==> src/cpu_pkg.sv <==
package cpu_pkg;

    ////////////////////////////////////////////////////////////
    // Datapath and memory geometry
    ////////////////////////////////////////////////////////////

    localparam int data_width   = 16;
    localparam int addr_width   = 11;
    localparam int opcode_width = 5;
    localparam int ram_depth    = 2048;

    // Instruction word is opcode over operand
    typedef enum logic [opcode_width-1:0] {
        op_hlt  = 5'd0,
        op_sto  = 5'd1,
        op_ld   = 5'd2,
        op_ldi  = 5'd3,
        op_add  = 5'd4,
        op_addi = 5'd5,
        op_sub  = 5'd6,
        op_subi = 5'd7
    } cpu_opcode_e;

    typedef enum logic [1:0] {
        st_idle,
        st_fetch,
        st_decode,
        st_execute
    } cpu_state_e;

    // One access to the data RAM
    typedef struct packed {
        logic [addr_width-1:0] addr;
        logic [data_width-1:0] wdata;
        logic                  wr;
    } dmem_req_t;

endpackage

==> src/host_pkg.sv <==
package host_pkg;

    ////////////////////////////////////////////////////////////
    // Host link encodings
    ////////////////////////////////////////////////////////////

    localparam int byte_width  = 8;
    localparam int reply_bytes = 3;

    typedef enum logic [byte_width-1:0] {
        cmd_run = 8'h52
    } host_cmd_e;

    typedef enum logic [byte_width-1:0] {
        rep_bad_cmd = 8'hEE
    } host_reply_e;

    typedef enum logic [2:0] {
        hs_idle,
        hs_arg_lo,
        hs_arg_hi,
        hs_load,
        hs_run,
        hs_send
    } host_state_e;

    // Result sent back after a run
    typedef struct packed {
        logic [cpu_pkg::data_width-1:0] acc;
        logic [byte_width-1:0]          cycles;
    } host_report_t;

endpackage

==> src/host_interface.sv <==
module host_interface (
    input  logic                            clk,
    input  logic                            arst_n,
    input  logic [host_pkg::byte_width-1:0] rx_data,
    input  logic                            rx_valid,
    output logic                            rx_ready,
    output logic [host_pkg::byte_width-1:0] tx_data,
    output logic                            tx_valid,
    input  logic                            tx_ready,
    input  logic [cpu_pkg::data_width-1:0]  acc,
    input  logic                            cpu_busy,
    input  logic                            cpu_done,
    output cpu_pkg::dmem_req_t              host_req,
    output logic                            cpu_start
);

    host_pkg::host_state_e            state;
    logic [1:0]                       byte_idx;
    logic [1:0]                       last_idx;
    logic                             bad_cmd;
    logic [host_pkg::byte_width-1:0]  cycles;
    logic [cpu_pkg::data_width-1:0]   arg;
    host_pkg::host_report_t           report;

    ////////////////////////////////////////////////////////////
    // Handshakes and RAM port
    ////////////////////////////////////////////////////////////

    assign rx_ready = (state == host_pkg::hs_idle) ||
                      (state == host_pkg::hs_arg_lo) ||
                      (state == host_pkg::hs_arg_hi);
    assign tx_valid = (state == host_pkg::hs_send);

    // A rejected command answers with a single byte
    assign last_idx = bad_cmd ? 2'd0 : 2'(host_pkg::reply_bytes - 1);

    always_comb begin
        if (bad_cmd) begin
            tx_data = host_pkg::rep_bad_cmd;
        end else begin
            case (byte_idx)
                2'd0:    tx_data = report.acc[7:0];
                2'd1:    tx_data = report.acc[15:8];
                default: tx_data = report.cycles;
            endcase
        end
    end

    // Argument always goes to word 0
    always_comb begin
        host_req.addr  = '0;
        host_req.wdata = arg;
        host_req.wr    = (state == host_pkg::hs_load);
    end

    ////////////////////////////////////////////////////////////
    // Command FSM and cycle counter
    ////////////////////////////////////////////////////////////

    always_ff @(posedge clk or negedge arst_n) begin
        if (!arst_n) begin
            state     <= host_pkg::hs_idle;
            byte_idx  <= '0;
            bad_cmd   <= 1'b0;
            cycles    <= '0;
            cpu_start <= 1'b0;
        end else begin
            cpu_start <= 1'b0;
            case (state)
                host_pkg::hs_idle: begin
                    if (rx_valid) begin
                        byte_idx <= '0;
                        if (rx_data == host_pkg::cmd_run) begin
                            bad_cmd <= 1'b0;
                            state   <= host_pkg::hs_arg_lo;
                        end else begin
                            bad_cmd <= 1'b1;
                            state   <= host_pkg::hs_send;
                        end
                    end
                end
                host_pkg::hs_arg_lo: if (rx_valid) state <= host_pkg::hs_arg_hi;
                host_pkg::hs_arg_hi: if (rx_valid) state <= host_pkg::hs_load;
                host_pkg::hs_load: begin
                    cpu_start <= 1'b1;
                    cycles    <= '0;
                    state     <= host_pkg::hs_run;
                end
                host_pkg::hs_run: begin
                    // Saturates rather than wrapping on long programs
                    if (cpu_busy && (cycles != '1)) begin
                        cycles <= cycles + 1'b1;
                    end
                    if (cpu_done) begin
                        state <= host_pkg::hs_send;
                    end
                end
                host_pkg::hs_send: begin
                    if (tx_ready) begin
                        if (byte_idx == last_idx) begin
                            state <= host_pkg::hs_idle;
                        end else begin
                            byte_idx <= byte_idx + 1'b1;
                        end
                    end
                end
                default: state <= host_pkg::hs_idle;
            endcase
        end
    end

    // Argument bytes arrive low first
    always_ff @(posedge clk) begin
        if ((state == host_pkg::hs_arg_lo) && rx_valid) arg[7:0] <= rx_data;
        if ((state == host_pkg::hs_arg_hi) && rx_valid) arg[15:8] <= rx_data;
        if ((state == host_pkg::hs_run) && cpu_done) begin
            report.acc    <= acc;
            report.cycles <= cycles;
        end
    end

endmodule

==> config.mk <==
export PLATFORM = sky130hd
export DESIGN_NAME = host_interface
export DESIGN_NICKNAME = d
export VERILOG_FILES = /design/src/cpu_pkg.sv /design/src/host_pkg.sv /design/src/host_interface.sv
export SDC_FILE = /design/constraint.sdc
export NUM_CORES = 1
export LEC_CHECK = 0
export BUFFER_PORTS_ARGS = -buffer_cell sky130_fd_sc_hd__buf_2
export CAP_MARGIN = 20
export CELL_PAD_IN_SITES_DETAIL_PLACEMENT = 1
export CELL_PAD_IN_SITES_GLOBAL_PLACEMENT = 1
export CORE_MARGIN = 10
export CORE_UTILIZATION = 24
export DETAILED_ROUTE_END_ITERATION = 8
export PLACE_DENSITY = 0.62
export SKIP_LAST_GASP = 1
export SLEW_MARGIN = 5
export SYNTH_ARGS = -nofsm -noshare
export SYNTH_HDL_FRONTEND = slang
export SYNTH_SLANG_ARGS = --single-unit
export TNS_END_PERCENT = 30
==> constraint.sdc <==
create_clock -name clk -period 2 [get_ports clk]
set_input_delay 0.2 -clock clk [delete_from_list [all_inputs] [get_ports clk]]
set_output_delay 0.2 -clock clk [all_outputs]
set_load 0.1 [all_outputs]
* Yosys cells after proc, flatten, opt, wreduce, memory -nomap -nowiden
Cells that the tools add are included.
** Word-level totals
- Register bits after elaboration :: 55
- Input bits :: 30
- Output and inout bits :: 39
- Word-level logic and storage cells :: 61
** Operators by class
- Add/subtract/negate cells :: 2
- Equality and inequality tests :: 17
- Mux-type cells :: 19
- Reductions and logical operators :: 14
** Operators with widths (number)
- 8-bit one-hot mux with 2 select lines :: 2
- 3-bit 2-to-1 mux :: 7
- 3-bit one-hot mux with 6 select lines :: 1
- 8-bit 2-to-1 mux :: 2
- 2-bit != test (second input constant) :: 6
- 8-bit by 1-bit adder with 8-bit output (second input constant) :: 1
- 8-bit by 7-bit equality test with 1-bit output (second input constant) :: 1
- 2-bit 2-to-1 mux :: 4
- 8-bit != test (second input constant) :: 1
- 3-bit by 2-bit equality test with 1-bit output (second input constant) :: 2
- 3-bit equality test (second input constant) :: 2
- 6-bit AND reduction :: 1
- 1-bit logical AND :: 4
- 2-bit by 1-bit != test with 1-bit output (second input constant) :: 2
- 2-bit one-hot mux with 2 select lines :: 1
- 2-bit AND reduction :: 2
- 4-bit AND reduction :: 1
- 2-bit nonzero test :: 2
- 3-bit by 1-bit equality test with 1-bit output (second input constant) :: 1
- 3-bit logical NOT :: 1
- 2-bit by 1-bit adder with 2-bit output (second input constant) :: 1
- 2-bit by 1-bit equality test with 1-bit output (second input constant) :: 1
- 2-bit equality test :: 1
- 2-bit logical NOT :: 1
- other kinds (2) :: 4

* Longest topological paths before layout
- Depth in word-level cells :: 5
- Depth in mapped cells :: 6
- Mapped depth without buffers :: 5

* Least setup slack after synthesis
No wires, ideal clock.
- Path kind :: register -> output
- Start point :: reg byte_idx[0]
- End point :: out tx_data[0] (netlist name)
- Data arrival time :: 2672 ps
- Data required time :: 1800 ps
- Setup slack :: -872 ps
- Cell stages (with the launch flop) :: 7
- Path buffers :: 1
- Cell sequence :: dfrtp_1 inv_1 ha_1 clkbuf_1 nor2_1 nand2_1 a21oi_1
** On the way
- Cells in the longest elaborated chain, start to end :: 3
- Elaborated cells on any way between the ends :: 4
- Those cells by class :: 1 x eq/ne; 2 x mux; 1 x reduce/logical
** RTL lines
- start, declared :: line host_interface.sv:18 : logic [1:0] byte_idx;
- start signal, assigned :: line host_interface.sv:103 : byte_idx <= byte_idx + 1'b1;
- 2-bit by 1-bit equality test with 1-bit output / 2-bit logical NOT (equally long branches) :: line host_interface.sv:41 : case (byte_idx)
- 8-bit one-hot mux with 2 select lines * :: line host_interface.sv:41
- 8-bit 2-to-1 mux * :: line host_interface.sv:38 : if (bad_cmd) begin
- end, declared :: line host_interface.sv:7 : output logic [host_pkg::byte_width-1:0] tx_data,
Mark *: on every way between the ends. The rest lies on a longest branch, timed or not.

* Worst setup path after layout
- Start point :: reg byte_idx[0]
- End point :: out tx_data[2] (netlist name)
The elaborated chain is that of the path after synthesis.

==> run metrics <==
DR vias/cell=between 4 and 5; Simple-Gate Fraction of Synth Area=about an eighth; Pwr Density=between 1000 and 1500 nW/um2; gr ovfl total=0; DRT Pass-1 Iters=4; Area growth syn-to-layout=32.9%; Max clock buf depth=2; Worst-Skew Late Latency=around 300 ps; top-area cell type share of the netlist area=51.9%; n_diodes=0; xor/xnor share of the synthesized area=0.379%; Synth cell types=42; Worst Path Arrival=between 1500 and 2000 ps; DP HPWL=4410 um; placed instance area=a little under 3000 um2; post-layout minimum cycle time=roughly 1900 ps; Post-Synthesis Cells=about 180; via count=~1600; Core Rows=35; Tightest Hold Check Type=in -> reg; worst slew pin tran=532 ps; Synth Warn #=0; Post-synth EDFFs=40; CP endpoint kind=output pin; RePlAce Congestion=~0.73; share of cells above drive strength 1=36.2%; cts bufs inserted=5; Leak=around 1.2 nW; Worst slew margin=64.5%; routed len/inst=15.4 um; clock sink count=between 50 and 60; vias in the first global route=1711; Worst path slowest cell=dfrtp_1; Max H-tree Level=2; DRC viols=0; worst vdd ir=0.381 mV; pin count of the biggest net entering global routing=25; global-route wire length before repair=around 9300 um; Die W=around 120 um; number of port buffers=57; starting DRC count in detailed routing=just under 60; fillers=1024; status=completed; clk slew on worst S/H paths=around 100 ps; Final Max Tran Viols=0; Core Area=9330 um2; Avg Inst Size Synth=between 10 and 15 um2; #FFs+latches synth=55; Tot GR Track Use=8.19%; mux cell area share after synthesis=less than 1%; Die Y=roughly 120 um; Req. time, crit path=~1800 ps; initial antenna violation count=0; predominant post-synthesis flop cell=edfxtp_1; I/O pin cnt=69; register area share after synthesis=approximately two thirds; fin crit share=between 90% and 100%; delay-heaviest family, CP=flip-flops; worst slack, placed=roughly 180 ps; max frequency=roughly 520 MHz; crit-path max cell delay=between 400 and 500 ps; Synth Area in Adders=under 10%; FF/Latch Area=1580 um2; crit path launch type=flip-flop; initial core utilization=approximately a quarter; final wirelength=slightly below 6000 um; critical path type=reg -> out; Final WS setup=around 75 ps; Mapped Area=about 2300 um2; area of the multi-input gates=between 700 and 800 um2; final instance area=3070 um2; Routed Antenna Nets=0; Synth Area in Compound Gates=approximately 10%; top post-synthesis cells by area=edfxtp_1 52%, dfrtp_1 16%, buf_4 3.9%; Yosys top cell by area=edfxtp_1; total power=~4.3 mW; Post-synth ARST share=a little over a quarter; number of max-cap violations=0; TritonCTS clock tree=done; Core Util, Final=32.9%; Root Buffer=clkbuf_8; main combinational cell family by area after synthesis=simple AND/OR/NAND/NOR gates; final setup fails=0; DIE AREA=14000 um2; critical path peak fanout=5; Setup TNS Final=0 ps; Fin Clk Skew=5.17 ps; Bufs and invs on worst path=3; final hold violations=0; Final Net Count=between 200 and 300; CP Cell Sequence=inv_2 -> ha_4 -> buf_6 -> a221oi_2 -> nand2_1 -> buf_12
## sequential cells by signal, indices dropped and copies added (netlist names)
register,cells
arg,16
bad_cmd,1
byte_idx,2
cpu_start,1
cycles,8
report,24
state,3
## per-layer routing
layer	wire (um)	share of wire, %	track usage [%]
met5	0	0	0
met4	78	1.3	3.63
met3	236	4.1	2.38
met2	3120	54	14.5
met1	2350	41	8.84
## layout by cell type, fill, tap and decap left out, types with 2 or more instances in the layout
cell type,Yosys,final
buf_2,1,48
o21ai_1,4,4
a31oi_1,3,3
or4_1,2,2
or2_1,2,2
clkbuf_1,5,2
nor2_1,9,8
a21oi_2,0,2
inv_1,4,3
ha_4,0,2
buf_4,12,10
a221oi_2,0,4
buf_12,0,9
edfxtp_1,40,40
dfrtp_1,15,15
o211ai_1,2,2
nand2b_1,4,4
clkbuf_8,0,5
nand3_1,6,6
nor3_1,2,2
nand2_1,24,24
a21oi_1,10,7
conb_1,1,11
a221oi_1,6,2
## per-stage QoR
stage | hold slack, ps | cells
3_3_place_gp | 139 | 363
6_report | 64.6 | 375
4_1_cts | 51.2 | 372
2_1_floorplan | -95.6 | 188
5_1_grt | 47.3 | 375
3_5_place_dp | 139 | 363
## Yosys cell counts (2+ instances only)
cell type / instances
nand2b_1: 4
or4_1: 2
o211ai_1: 2
nand3_1: 6
a31oi_1: 3
clkbuf_1: 5
ha_1: 3
o21ai_1: 4
buf_4: 12
inv_1: 4
nor2_1: 9
edfxtp_1: 40
nor3_1: 2
dfrtp_1: 15
a221oi_1: 6
a22oi_1: 2
or2_1: 2
nand2_1: 24
a21oi_1: 10
## logic make-up (layout without fill, tap and decap cells)
logic type,after synthesis,in the layout
simple gates,58,58
flops,55,55
compound gates,35,35
buf+inv,23,81
fa+ha+maj,3,3
mux,2,2
other cells,1,11
xor+xnor,1,1
## final cells by class
type	count	area share, %
clock buffer	7	2.48
clock inverter	1	0.163
inverter	4	0.489
multi-input combinational	110	23.5
sequential	55	51.3
tap	129	5.25
timing repair buffer	69	16.8
## worst reg2reg max path, delay by kind of cell, from the launching register on
kind,cells,cell delay (ps)
AO/OA/AOI/OAI,2,780
adder cells (fa/ha/maj),1,230
flip-flops,1,420
AND/OR/NAND/NOR,2,260
## repair_timing
action | CTS | global route
hold buffers | 1 | 0
setup buffers | 0 | 3
endpoints found under the setup margin | 8 | 7
endpoints found under the hold margin | 15 | 0
resized for setup | 3 | 9
pin swaps | 0 | 6
## final timing paths
check                      depth (start not counted)  slack (ps)   startpoint          to
max reg2reg                                        5         190    cycles[0]   cycles[3]
max in group asynchronous                          2        1400       arst_n     bad_cmd
min in group asynchronous                          2         340       arst_n   cycles[6]
max                                                6          80  byte_idx[0]  tx_data[2]
min                                                1          60       acc[5]  report[13]
min reg2reg                                        0         520    cycles[1]   report[1]
## report_power, final
| part | leakage (nW) | total [mW] | switching (mW) | internal [mW] |
|---|---|---|---|---|
| logic | 0.597 | 2.12 | 1.49 | 0.630 |
| registers | 0.562 | 1.60 | 0.131 | 1.47 |
| clock network | 0.0422 | 0.598 | 0.350 | 0.247 |
| total | 1.20 | 4.31 | 1.97 | 2.34 |
Power figures use the tool's default switching activity.
