**src/cpu_pkg.sv**
```systemverilog
package cpu_pkg;

    ////////////////////////////////////////////////////////////
    // Datapath and memory geometry
    ////////////////////////////////////////////////////////////

    localparam int data_width   = 16;
    localparam int addr_width   = 11;
    localparam int opcode_width = 5;
    localparam int ram_depth    = 2048;

    // Instruction word is opcode over operand
    typedef enum logic [opcode_width-1:0] {
        op_hlt  = 5'd0,
        op_sto  = 5'd1,
        op_ld   = 5'd2,
        op_ldi  = 5'd3,
        op_add  = 5'd4,
        op_addi = 5'd5,
        op_sub  = 5'd6,
        op_subi = 5'd7
    } cpu_opcode_e;

    typedef enum logic [1:0] {
        st_idle,
        st_fetch,
        st_decode,
        st_execute
    } cpu_state_e;

    // One access to the data RAM
    typedef struct packed {
        logic [addr_width-1:0] addr;
        logic [data_width-1:0] wdata;
        logic                  wr;
    } dmem_req_t;

endpackage

```
**src/accumulator_cpu.sv**
```systemverilog
module accumulator_cpu (
    input  logic                           clk,
    input  logic                           arst_n,
    input  logic                           start,
    input  logic [cpu_pkg::data_width-1:0] instr,
    input  logic [cpu_pkg::data_width-1:0] rdata,
    output logic [cpu_pkg::addr_width-1:0] prog_addr,
    output cpu_pkg::dmem_req_t             dmem,
    output logic [cpu_pkg::data_width-1:0] acc,
    output logic                           busy,
    output logic                           done
);

    localparam int ext_width = cpu_pkg::data_width - cpu_pkg::addr_width;

    cpu_pkg::cpu_state_e             state;
    logic [cpu_pkg::addr_width-1:0]  pc;
    cpu_pkg::cpu_opcode_e            opcode_q;
    logic [cpu_pkg::addr_width-1:0]  operand_q;

    logic [cpu_pkg::data_width-1:0]  imm;
    logic [cpu_pkg::data_width-1:0]  src;
    logic [cpu_pkg::data_width-1:0]  alu_out;
    logic                            imm_sel;
    logic                            sub_sel;

    ////////////////////////////////////////////////////////////
    // Add/subtract unit
    ////////////////////////////////////////////////////////////

    assign imm = {{ext_width{operand_q[cpu_pkg::addr_width-1]}}, operand_q};

    // Immediate forms take the operand field, the rest read the RAM
    assign imm_sel = (opcode_q == cpu_pkg::op_ldi) ||
                     (opcode_q == cpu_pkg::op_addi) ||
                     (opcode_q == cpu_pkg::op_subi);
    assign sub_sel = (opcode_q == cpu_pkg::op_sub) ||
                     (opcode_q == cpu_pkg::op_subi);

    assign src     = imm_sel ? imm : rdata;
    assign alu_out = sub_sel ? (acc - src) : (acc + src);

    ////////////////////////////////////////////////////////////
    // Memory ports
    ////////////////////////////////////////////////////////////

    // ROM address held for the whole instruction
    assign prog_addr = pc;

    always_comb begin
        dmem.addr  = operand_q;
        dmem.wdata = acc;
        dmem.wr    = (state == cpu_pkg::st_execute) && (opcode_q == cpu_pkg::op_sto);
    end

    assign busy = (state != cpu_pkg::st_idle);

    ////////////////////////////////////////////////////////////
    // Controller
    ////////////////////////////////////////////////////////////

    always_ff @(posedge clk or negedge arst_n) begin
        if (!arst_n) begin
            state <= cpu_pkg::st_idle;
            pc    <= '0;
            acc   <= '0;
            done  <= 1'b0;
        end else begin
            done <= 1'b0;
            case (state)
                cpu_pkg::st_idle: begin
                    if (start) begin
                        pc    <= '0;
                        state <= cpu_pkg::st_fetch;
                    end
                end
                // ROM registers the word at the end of this cycle
                cpu_pkg::st_fetch: begin
                    state <= cpu_pkg::st_decode;
                end
                cpu_pkg::st_decode: begin
                    state <= cpu_pkg::st_execute;
                end
                cpu_pkg::st_execute: begin
                    case (opcode_q)
                        cpu_pkg::op_ld,
                        cpu_pkg::op_ldi: acc <= src;
                        cpu_pkg::op_add,
                        cpu_pkg::op_addi,
                        cpu_pkg::op_sub,
                        cpu_pkg::op_subi: acc <= alu_out;
                        default: acc <= acc;
                    endcase
                    if (opcode_q == cpu_pkg::op_hlt) begin
                        done  <= 1'b1;
                        state <= cpu_pkg::st_idle;
                    end else begin
                        pc    <= pc + 1'b1;
                        state <= cpu_pkg::st_fetch;
                    end
                end
                default: state <= cpu_pkg::st_idle;
            endcase
        end
    end

    // Instruction fields latched at the end of decode
    always_ff @(posedge clk) begin
        if (state == cpu_pkg::st_decode) begin
            opcode_q  <= cpu_pkg::cpu_opcode_e'(
                instr[cpu_pkg::data_width-1 -: cpu_pkg::opcode_width]);
            operand_q <= instr[cpu_pkg::addr_width-1:0];
        end
    end

endmodule

```
**config.mk**
```make
export PLATFORM = sky130hd
export DESIGN_NAME = accumulator_cpu
export DESIGN_NICKNAME = d
export VERILOG_FILES = /design/src/cpu_pkg.sv /design/src/accumulator_cpu.sv
export SDC_FILE = /design/constraint.sdc
export NUM_CORES = 1
export LEC_CHECK = 0
export BUFFER_PORTS_ARGS = -buffer_cell sky130_fd_sc_hd__buf_2
export CAP_MARGIN = 20
export CELL_PAD_IN_SITES_DETAIL_PLACEMENT = 1
export CELL_PAD_IN_SITES_GLOBAL_PLACEMENT = 1
export CORE_MARGIN = 2
export CORE_UTILIZATION = 40
export CTS_CLUSTER_SIZE = 8
export DETAILED_ROUTE_END_ITERATION = 6
export GPL_TIMING_DRIVEN = 0
export PLACE_DENSITY_LB_ADDON = 0.1
export SKIP_LAST_GASP = 1
export SLEW_MARGIN = 25
export SYNTH_ARGS = -nofsm -noshare
export SYNTH_HDL_FRONTEND = slang
export SYNTH_SLANG_ARGS = --single-unit
```
**constraint.sdc**
```tcl
create_clock -name clk -period 6.75 [get_ports clk]
set_input_delay 1.35 -clock clk [delete_from_list [all_inputs] [get_ports clk]]
set_output_delay 1.35 -clock clk [all_outputs]
set_load 0.02 [all_outputs]
```
# Word level (Yosys, flattened, before mapping)
# Index checks and enable logic that the tools add are counted.
[classes]
add_sub_neg = 3
eq_ne = 12
n_mux = 11
n_reduce_logical = 13
[op_table]
columns = ["op", "n"]
rows = [
  ["two-way mux 16 bit", 2],
  ["case mux 16 bit (2 select lines)", 1],
  ["two-way mux 11 bit", 2],
  ["case mux 11 bit (2 select lines)", 1],
  ["== test 5 x 3 -> 1 bit (second input constant)", 4],
  ["adder 16 bit", 1],
  ["subtractor 16 bit", 1],
  ["adder 11 x 1 -> 11 bit (second input constant)", 1],
  ["== test 5 x 2 -> 1 bit (second input constant)", 2],
  ["case mux 2 bit (4 select lines)", 1],
  ["nonzero test 2 bit", 3],
  ["== test 5 x 1 -> 1 bit (second input constant)", 1],
  ["zero test 5 bit", 1],
  ["== test 2 bit (second input constant)", 2],
  ["!= test 2 bit (second input constant)", 2],
  ["OR reduction 4 bit", 1],
  ["logical OR 1 bit", 3],
  ["two-way mux 1 bit", 3],
  ["AND reduction 3 bit", 1],
  ["== test 2 x 1 -> 1 bit (second input constant)", 1],
  ["zero test 2 bit", 1],
  ["two-way mux 2 bit", 1],
  ["AND reduction 2 bit", 1],
  ["OR reduction 2 bit", 1],
  ["logical AND 1 bit", 1],
]
[word_totals]
reg_bits = 46
output_inout_bits = 57

# Depth between registers and ports, before layout
# Gate-level depths: netlist of run 1.
[logic_depth]
word_depth = 7
mapped_depth = 18
depth_no_buf = 17

# Worst setup path after synthesis of run 1
# OpenSTA, ideal clock, no wires.
[synth_path]
path_kind = "input to register"
start = "input rdata[3] (netlist name)"
end = "register acc[15] (netlist name)"
setup_time_ns = 0.124
arrival_time_ns = 4.676
required_ns = 6.626
slack_ns = 1.950
stages = 16
path_cell_list = "nor4_1 nand2_1 o32ai_4 nand3_2 nor3_1 a21oi_1 xor2_1 a21oi_1 ha_1 or2_2 o31ai_1 a31oi_1 a31oi_1 xor2_1 mux4_1 a211o_1"
[synth_via]
elab_chain_cells = 4
elab_cells_between_ends = 5
cone_classes = "add/sub: 2; mux: 3"
[synth_lines]
columns = ["element", "line_no", "source"]
rows = [
  ["start, declared", "accumulator_cpu.sv:6", "input logic [cpu_pkg::data_width-1:0] rdata,"],
  ["two-way mux 16 bit (*)", "accumulator_cpu.sv:40", "assign src = imm_sel ? imm : rdata;"],
  ["adder 16 bit or subtractor 16 bit (tied branches)", "accumulator_cpu.sv:41", "assign alu_out = sub_sel ? (acc - src) : (acc + src);"],
  ["two-way mux 16 bit (*)", "accumulator_cpu.sv:41", ""],
  ["case mux 16 bit (2 select lines) (*)", "accumulator_cpu.sv:85", "case (opcode_q)"],
  ["end signal, assigned", "accumulator_cpu.sv:87", "cpu_pkg::op_ldi: acc <= src;"],
  ["end signal, assigned", "accumulator_cpu.sv:91", "cpu_pkg::op_subi: acc <= alu_out;"],
  ["end, declared", "accumulator_cpu.sv:9", "output logic [cpu_pkg::data_width-1:0] acc,"],
]
# Every way passes the cells marked *; elsewhere a longest branch is shown, timed or not.
# A chain may end at the register's enable or synchronous reset.

# Final worst setup path of run 1
# Ends and elaborated chain as after synthesis.

==> flow_metrics.tcl, run 1 <==
set metrics [dict create \
    ys_ff_latch 46 \
    syn_area_mm2 0.00336 \
    hpwl_um 7600 \
    period_share 0.802 \
    cp_cell_sequence "buf_2 -> nor4_1 -> nand2_1 -> o32ai_4 -> nand3_2 -> nor3_1 -> a21oi_1 -> xor2_1 -> a21oi_1 -> ha_1 -> or2_2 -> o31ai_1 -> a31oi_1 -> a31oi_1 -> xor2_1 -> mux4_1 -> a211o_1" \
    path_class "input port to register" \
    cts_buffers 5 \
    period_needed_ns 5.41 \
    worstPathRequired_ns 6.94 \
    cp_slowest_cell "mux4_1" \
    clk_path_buf_depth 2 \
    final.setup.tns_ns 0 \
    critPathCaptureType "register" \
    h-tree-depth 2 \
    dieArea_mm2 0.00914 \
    multi_input_area_mm2 0.00190 \
    rows 33 \
    drive_above_1_share 0.277 \
    io_buffers 91 \
    cts_root_buf "clkbuf_8" \
    outcome "completed" \
    timing.final.max_slew_violations 0 \
    relSlewSlack 0.487 \
    drc 0 \
    synth-main-ff-cell "dfrtp_1" \
    die_w_um 95.6 \
    clk_latency_ns 0.30 \
    pin_count 92 \
    drtIter0Drc 101 \
    clock_skew_ns 0.00458 \
    yosysWarnings 0 \
    initial_utilization 0.410 \
    cp_max_fo 4 \
    cts_setup_buffers 0 \
    ctsResizeCount 0 \
    mostFrequentLayoutCell "buf_2" \
    hold_viol_final 0 \
    routed-via-count 3065 \
    layout.nets 528 \
    final_cell_mix "93 x buf_2, 42 x nand2_1, 38 x a21oi_1" \
    p_per_area_mw_per_mm2 462 \
    power_uw 1870 \
    fillerInstances 984 \
    num_antenna_cells 0 \
    syn_to_final_growth_pct 20.8 \
    syn_inst 374 \
    antenna_found_initial 0 \
    tightestPinTransition_ns 0.770 \
    register_area_mm2 0.00123 \
    syn-num-nets 430 \
    synth_cell_types 59 \
    setup-violations-final 0 \
    synth_edf_count 16 \
    core_area_mm2 0.00818 \
    antenna_left 0 \
    cts_tree "built" \
    via_per_inst 5.30 \
    wire_per_inst_um 16.9 \
    synth_area_per_cell_um2 8.97 \
    wirelength_um 9770 \
    grt.total_usage 0.226 \
    grt-ovfl-total 0 \
    rsz0062_at_grt "false" \
    leakage_uw 0.00194 \
    cp-start-kind "input port" \
    crit_arrival_ns 5.61 \
    die_y_um 95.6 \
    gp_routability_congestion 0.814 \
    first_global_vias 3214 \
    clk_pin_slew_worst_paths_ns 0.09 \
    ys_async_sr_fraction 0.652 \
    max_stage_delay_ns 0.58 \
    max_freq_ghz 0.185 \
    seq_area_frac_synth 0.367 \
    hold_buffers 0 \
    grt_max_degree 31 \
    drt-pass1-iter-count 4 \
    maxCapViolations 0 \
    peakVddDrop_v 0.000208 \
    cts.sinks 46 \
    grt_first_pass_wirelength_um 15900 \
    hp-class "register to register" \
]
[path summary, 6_finish.rpt]
| kind | slack [ns] | endpoint | start | depth (start not counted) |
|---|---|---|---|---|
| setup / recovery | 1.34 | acc[15]$_DFFE_PN0P_ | rdata[3] | 17 |
| hold / removal | 0.54 | done$_DFF_PN0_ | opcode_q[0]$_DFFE_PN_ | 1 |
| setup reg to reg | 1.60 | acc[15]$_DFFE_PN0P_ | opcode_q[2]$_DFFE_PN_ | 17 |
| hold reg to reg | 0.54 | done$_DFF_PN0_ | opcode_q[0]$_DFFE_PN_ | 1 |
| max in group asynchronous | 5.14 | prog_addr[7]$_DFFE_PN0P_ | arst_n | 1 |
| min in group asynchronous | 1.12 | acc[2]$_DFFE_PN0P_ | arst_n | 1 |
[stage by stage]
| step | hold WS [ns] | instances | cell area (µm²) | worst slack (ns) | utilization |
|---|---|---|---|---|---|
| final | 0.541 | 578 | 4050 | 1.34 | 0.496 |
| after global routing | 0.577 | 578 | 4050 | 1.03 | 0.496 |
| after CTS | 0.542 | 578 | 4050 | 1.40 | 0.496 |
| after detailed placement | 0.521 | 570 | 3940 | 1.08 | 0.482 |
| after global placement | 0.517 | 570 | 3940 | 1.18 | 0.482 |
| after floorplan | 0.465 | 374 | 3360 | 1.95 | - |
[critical path: cells and delay by family]
kind                       cells  cell delay, ns
AOI/OAI and AO/OA              7            1.26
buffers and inverters          1            0.10
and+or+nand+nor                5            1.65
adders and majority gates      1            0.28
xor gates and xnor gates       2            0.39
muxes                          1            0.58
[power by group]
part | internal, µW | switching, µW | total [µW]
clock | 111 | 103 | 214
sequential | 391 | 104 | 495
combinational | 475 | 688 | 1160
total | 977 | 894 | 1870
[layout make-up]
type,count,share of cell area
clock inverters,2,0.00926
plain buffers,28,0.0460
multi-input cells,289,0.468
repair buffers,91,0.112
flip-flops and latches,46,0.304
clock buffers,6,0.0179
inverters,11,0.0102
well taps,105,0.0324
[cells in the mapped netlist, drive strengths merged (2+ instances only)]
| cell | instances | area [µm²] |
|---|---|---|
| or3 | 10 | 68.8 |
| buf | 19 | 134 |
| a21o | 3 | 23.8 |
| inv | 11 | 41.3 |
| a21oi | 38 | 190 |
| and3 | 4 | 26.3 |
| o21bai | 2 | 15.0 |
| xnor2 | 13 | 114 |
| or2 | 2 | 12.5 |
| a211o | 2 | 17.5 |
| nor4 | 2 | 12.5 |
| a31oi | 5 | 31.3 |
| and2 | 4 | 25.0 |
| dfrtp | 30 | 751 |
| o211ai | 4 | 30.0 |
| nor2 | 36 | 135 |
| ha | 20 | 250 |
| nor3 | 9 | 45.0 |
| clkbuf | 8 | 40.0 |
| mux2i | 10 | 100 |
| a21boi | 2 | 15.0 |
| o21ai | 23 | 115 |
| nand3 | 11 | 60.1 |
| o31a | 2 | 17.5 |
| xor2 | 17 | 149 |
| edfxtp | 16 | 480 |
| o31ai | 3 | 27.5 |
| nand2 | 43 | 164 |
| nand2b | 2 | 12.5 |
| nand4 | 5 | 31.3 |
[logic make-up (layout without fill, tap and decap cells)]
| logic type | Yosys count | after routing | synth area share |
|---|---|---|---|
| compound gates | 92 | 92 | 0.171 |
| simple gates | 134 | 134 | 0.194 |
| xor+xnor | 30 | 30 | 0.0783 |
| buf+inv | 39 | 138 | 0.0679 |
| fa+ha+maj | 21 | 21 | 0.0805 |
| flops | 46 | 46 | 0.367 |
| mux | 12 | 12 | 0.0410 |
[flip-flops by register name (all words and copies together) (netlist names)]
register and cells:
opcode_q 5, done 1, acc 16, prog_addr 11, state 2, operand_q 11
[layer usage]
layer | GRT usage | routed length, µm | up-vias
met4 | 0.0381 | 38 | 0
met1 | 0.307 | 4640 | 1489
met3 | 0.0300 | 323 | 2
met5 | 0 | 0 | -
li1 | - | - | 1512
met2 | 0.388 | 4770 | 62
Note: power is estimated with default switching activity, not from simulation.
==> inputs of run 2 (changes only) <==
ABC_AREA = 1   (was not set)
CORE_UTILIZATION = 35   (was 40)
clock period = 4.78 ns   (was 6.75 ns; I/O delays follow)
==> run 2 against run 1 <==
Effect of this change:
- routed wire length shrank 0.61%
- sequential power grew 35%
- global-route usage shrank 4.5 points
- clock power grew 39%
- sequential cell count is the same
- critical endpoint unchanged
- power grew 48%
==> flow_metrics.tcl, run 2 <==
set metrics [dict create \
    hp-start "acc[4]$_DFFE_PN0P_" \
    antenna_left 0 \
    synth_edf_count 16 \
    ys_async_sr_fraction 0.652 \
    synth_most_common_cell "nand2_1" \
    dp_cells 676 \
    cts_buffers 5 \
    cts_setup_buffers 0 \
    io_buffers 91 \
    cts_tree "built" \
    hold_viol_final 0 \
    core_area_mm2 0.00977 \
    worstPathRequired_ns 4.98 \
    syn_area_mm2 0.00352 \
    cts_root_buf "clkbuf_8" \
    crit_family "compound AO/OA/AOI/OAI gates" \
    antenna_found_initial 1 \
    yosysTopAreaCellShare 0.213 \
    grt-ovfl-total 0 \
    cts.sinks 46 \
    drtIter0Drc 43 \
    timing.final.max_slew_violations 0 \
    ys_ff_latch 46 \
    tightestPinTransition_ns 0.773 \
    final_util 0.435 \
    h-tree-depth 2 \
    die_w_um 104 \
    max_stage_delay_ns 0.49 \
    grt.total_usage 0.180 \
    ctsResizeCount 0 \
    clk_path_buf_depth 2 \
    hp-class "register to register" \
    synth-main-ff-cell "dfrtp_1" \
    maxCapViolations 0 \
    period_share 0.733 \
    drt-pass1-iter-count 4 \
    wire_per_inst_um 14.2 \
    first_global_vias 3409 \
    wirelength_um 9710 \
    num_antenna_cells 0 \
    final_cells 684 \
    worst_slack_ns 1.27 \
    crit_arrival_ns 3.70 \
    setup-violations-final 0 \
    cp_slowest_cell "o21ai_0" \
    outcome "completed" \
    syn_to_final_growth_pct 20.8 \
    syn_inst 452 \
    clk_latency_ns 0.30 \
    critPathCaptureType "register" \
    relSlewSlack 0.485 \
    rows 36 \
    peakVddDrop_v 0.000222 \
    die_y_um 104 \
    largest_reg_flops 16 \
    max_freq_ghz 0.285 \
    dieArea_mm2 0.0109 \
    via_per_inst 4.77 \
    syn-num-nets 508 \
    drc 0 \
    cp_cell_sequence "nor2_4 -> buf_6 -> nand2_1 -> nor2_1 -> inv_1 -> buf_6 -> o21ai_0 -> xor2_1 -> ha_1 -> inv_1 -> o21ai_0 -> a21oi_1 -> o21ai_0 -> a31oi_1 -> nand3_1 -> nand3_1 -> nand2_1 -> nand2_1" \
    fillerInstances 1259 \
    layout.nets 606 \
    hpwl_um 7830 \
    mostFrequentLayoutCell "nand2_1" \
    period_needed_ns 3.51 \
    grt_max_degree 31 \
    cp-start-kind "register" \
    pin_count 92 \
    synth_area_per_cell_um2 7.80 \
    seq_area_frac_synth 0.349 \
    yosysWarnings 0 \
    path_class "register to register" \
    cp_max_fo 10 \
    rsz0062_at_grt "false" \
    routed-via-count 3266 \
    yosys-top-cells-area "dfrtp_1 21%, edfxtp_1 14%, nand2_1 11%" \
    initial_utilization 0.361 \
    yosysTopAreaCell "dfrtp_1" \
    clk_pin_slew_worst_paths_ns 0.09 \
    synth_cell_types 38 \
    final.setup.tns_ns 0 \
    path_buf_inv 4 \
    largest_register "acc" \
    hold_buffers 0 \
    drive_above_1_share 0.274 \
    cp-startpoint "opcode_q[4]$_DFFE_PN_" \
    final_cell_mix "99 x nand2_1, 93 x buf_2, 59 x inv_1" \
    leakage_uw 0.00224 \
    synthTopCellsByCount "99 x nand2_1, 59 x inv_1, 32 x o21ai_0" \
    p_per_area_mw_per_mm2 649 \
    r2r_start "opcode_q[4]$_DFFE_PN_" \
    gp_routability_congestion 0.798 \
    dp_worst_setup_slack_ns 1.03 \
    grt_first_pass_wirelength_um 16200 \
    clock_skew_ns 0.00495 \
]
==> run 2: changes by cell type after synthesis, moves of 10 or more <==
cell,change
inv_1,+48
a21oi_1,-18
mux2i_1,-10
nand4_1,+10
nand2_1,+57
nand3_1,+15
nor2_1,-14
nand2_2,+11
==> run 2: layout make-up <==
class,count,area (µm²),area share
Buffer,26,198,0.0464
Clock buffer,6,72.6,0.0170
Clock inverter,2,37.5,0.00882
Inverter,62,233,0.0547
Multi-Input combinational cell,318,1860,0.438
Sequential cell,46,1230,0.289
Tap cell,133,166,0.0391
Timing Repair Buffer,91,455,0.107
==> run 2: cells by family after synthesis <==
family	count (synthesis)	share of synthesized area
buffers and inverters	88	0.122
xor gates and xnor gates	26	0.0646
AOI/OAI and AO/OA	74	0.121
and+or+nand+nor	197	0.267
DFF	46	0.349
adders and majority gates	21	0.0767
==> run 2: worst min-delay path, delay by kind of cell (launching register included) <==
family / cells / cell delay, ns
flops: 1 / 0.40
simple gates: 2 / 0.13
==> run 2: worst paths after layout <==
path,to,slack (ns),depth (start not counted)
worst max-delay path,acc[15]$_DFFE_PN0P_,1.27,18
worst min-delay path,acc[4]$_DFFE_PN0P_,0.54,2
worst max register to register,acc[15]$_DFFE_PN0P_,1.27,18
worst min register to register,acc[4]$_DFFE_PN0P_,0.54,2
max in group asynchronous,acc[15]$_DFFE_PN0P_,3.57,1
min in group asynchronous,acc[0]$_DFFE_PN0P_,0.73,1
==> run 2: where the power goes <==
group,internal [µW],switching [µW]
Sequential,554,116
Combinational,658,1140
Clock,156,142
Total,1370,1390
==> run 2: stage by stage <==
| step | power (µW) | hold slack (ns) | instance area, µm² |
|---|---|---|---|
| after global routing | 3030 | 0.582 | 4260 |
| after detailed placement | 2490 | 0.522 | 4150 |
| final | 2760 | 0.545 | 4260 |
| after CTS | 2800 | 0.549 | 4260 |
| after floorplan | 2000 | 0.515 | 3520 |
| after global placement | 2440 | 0.523 | 4150 |
==> run 2: routing by layer <==
layer,vias to the layer above,wire length (µm),global-route usage,share of wire
li1,1667,-,-,-
met1,1533,4570,0.231,0.47
met2,52,4710,0.318,0.49
met3,12,311,0.0326,0.032
met4,2,104,0.0347,0.011
met5,-,13,0,0.0013
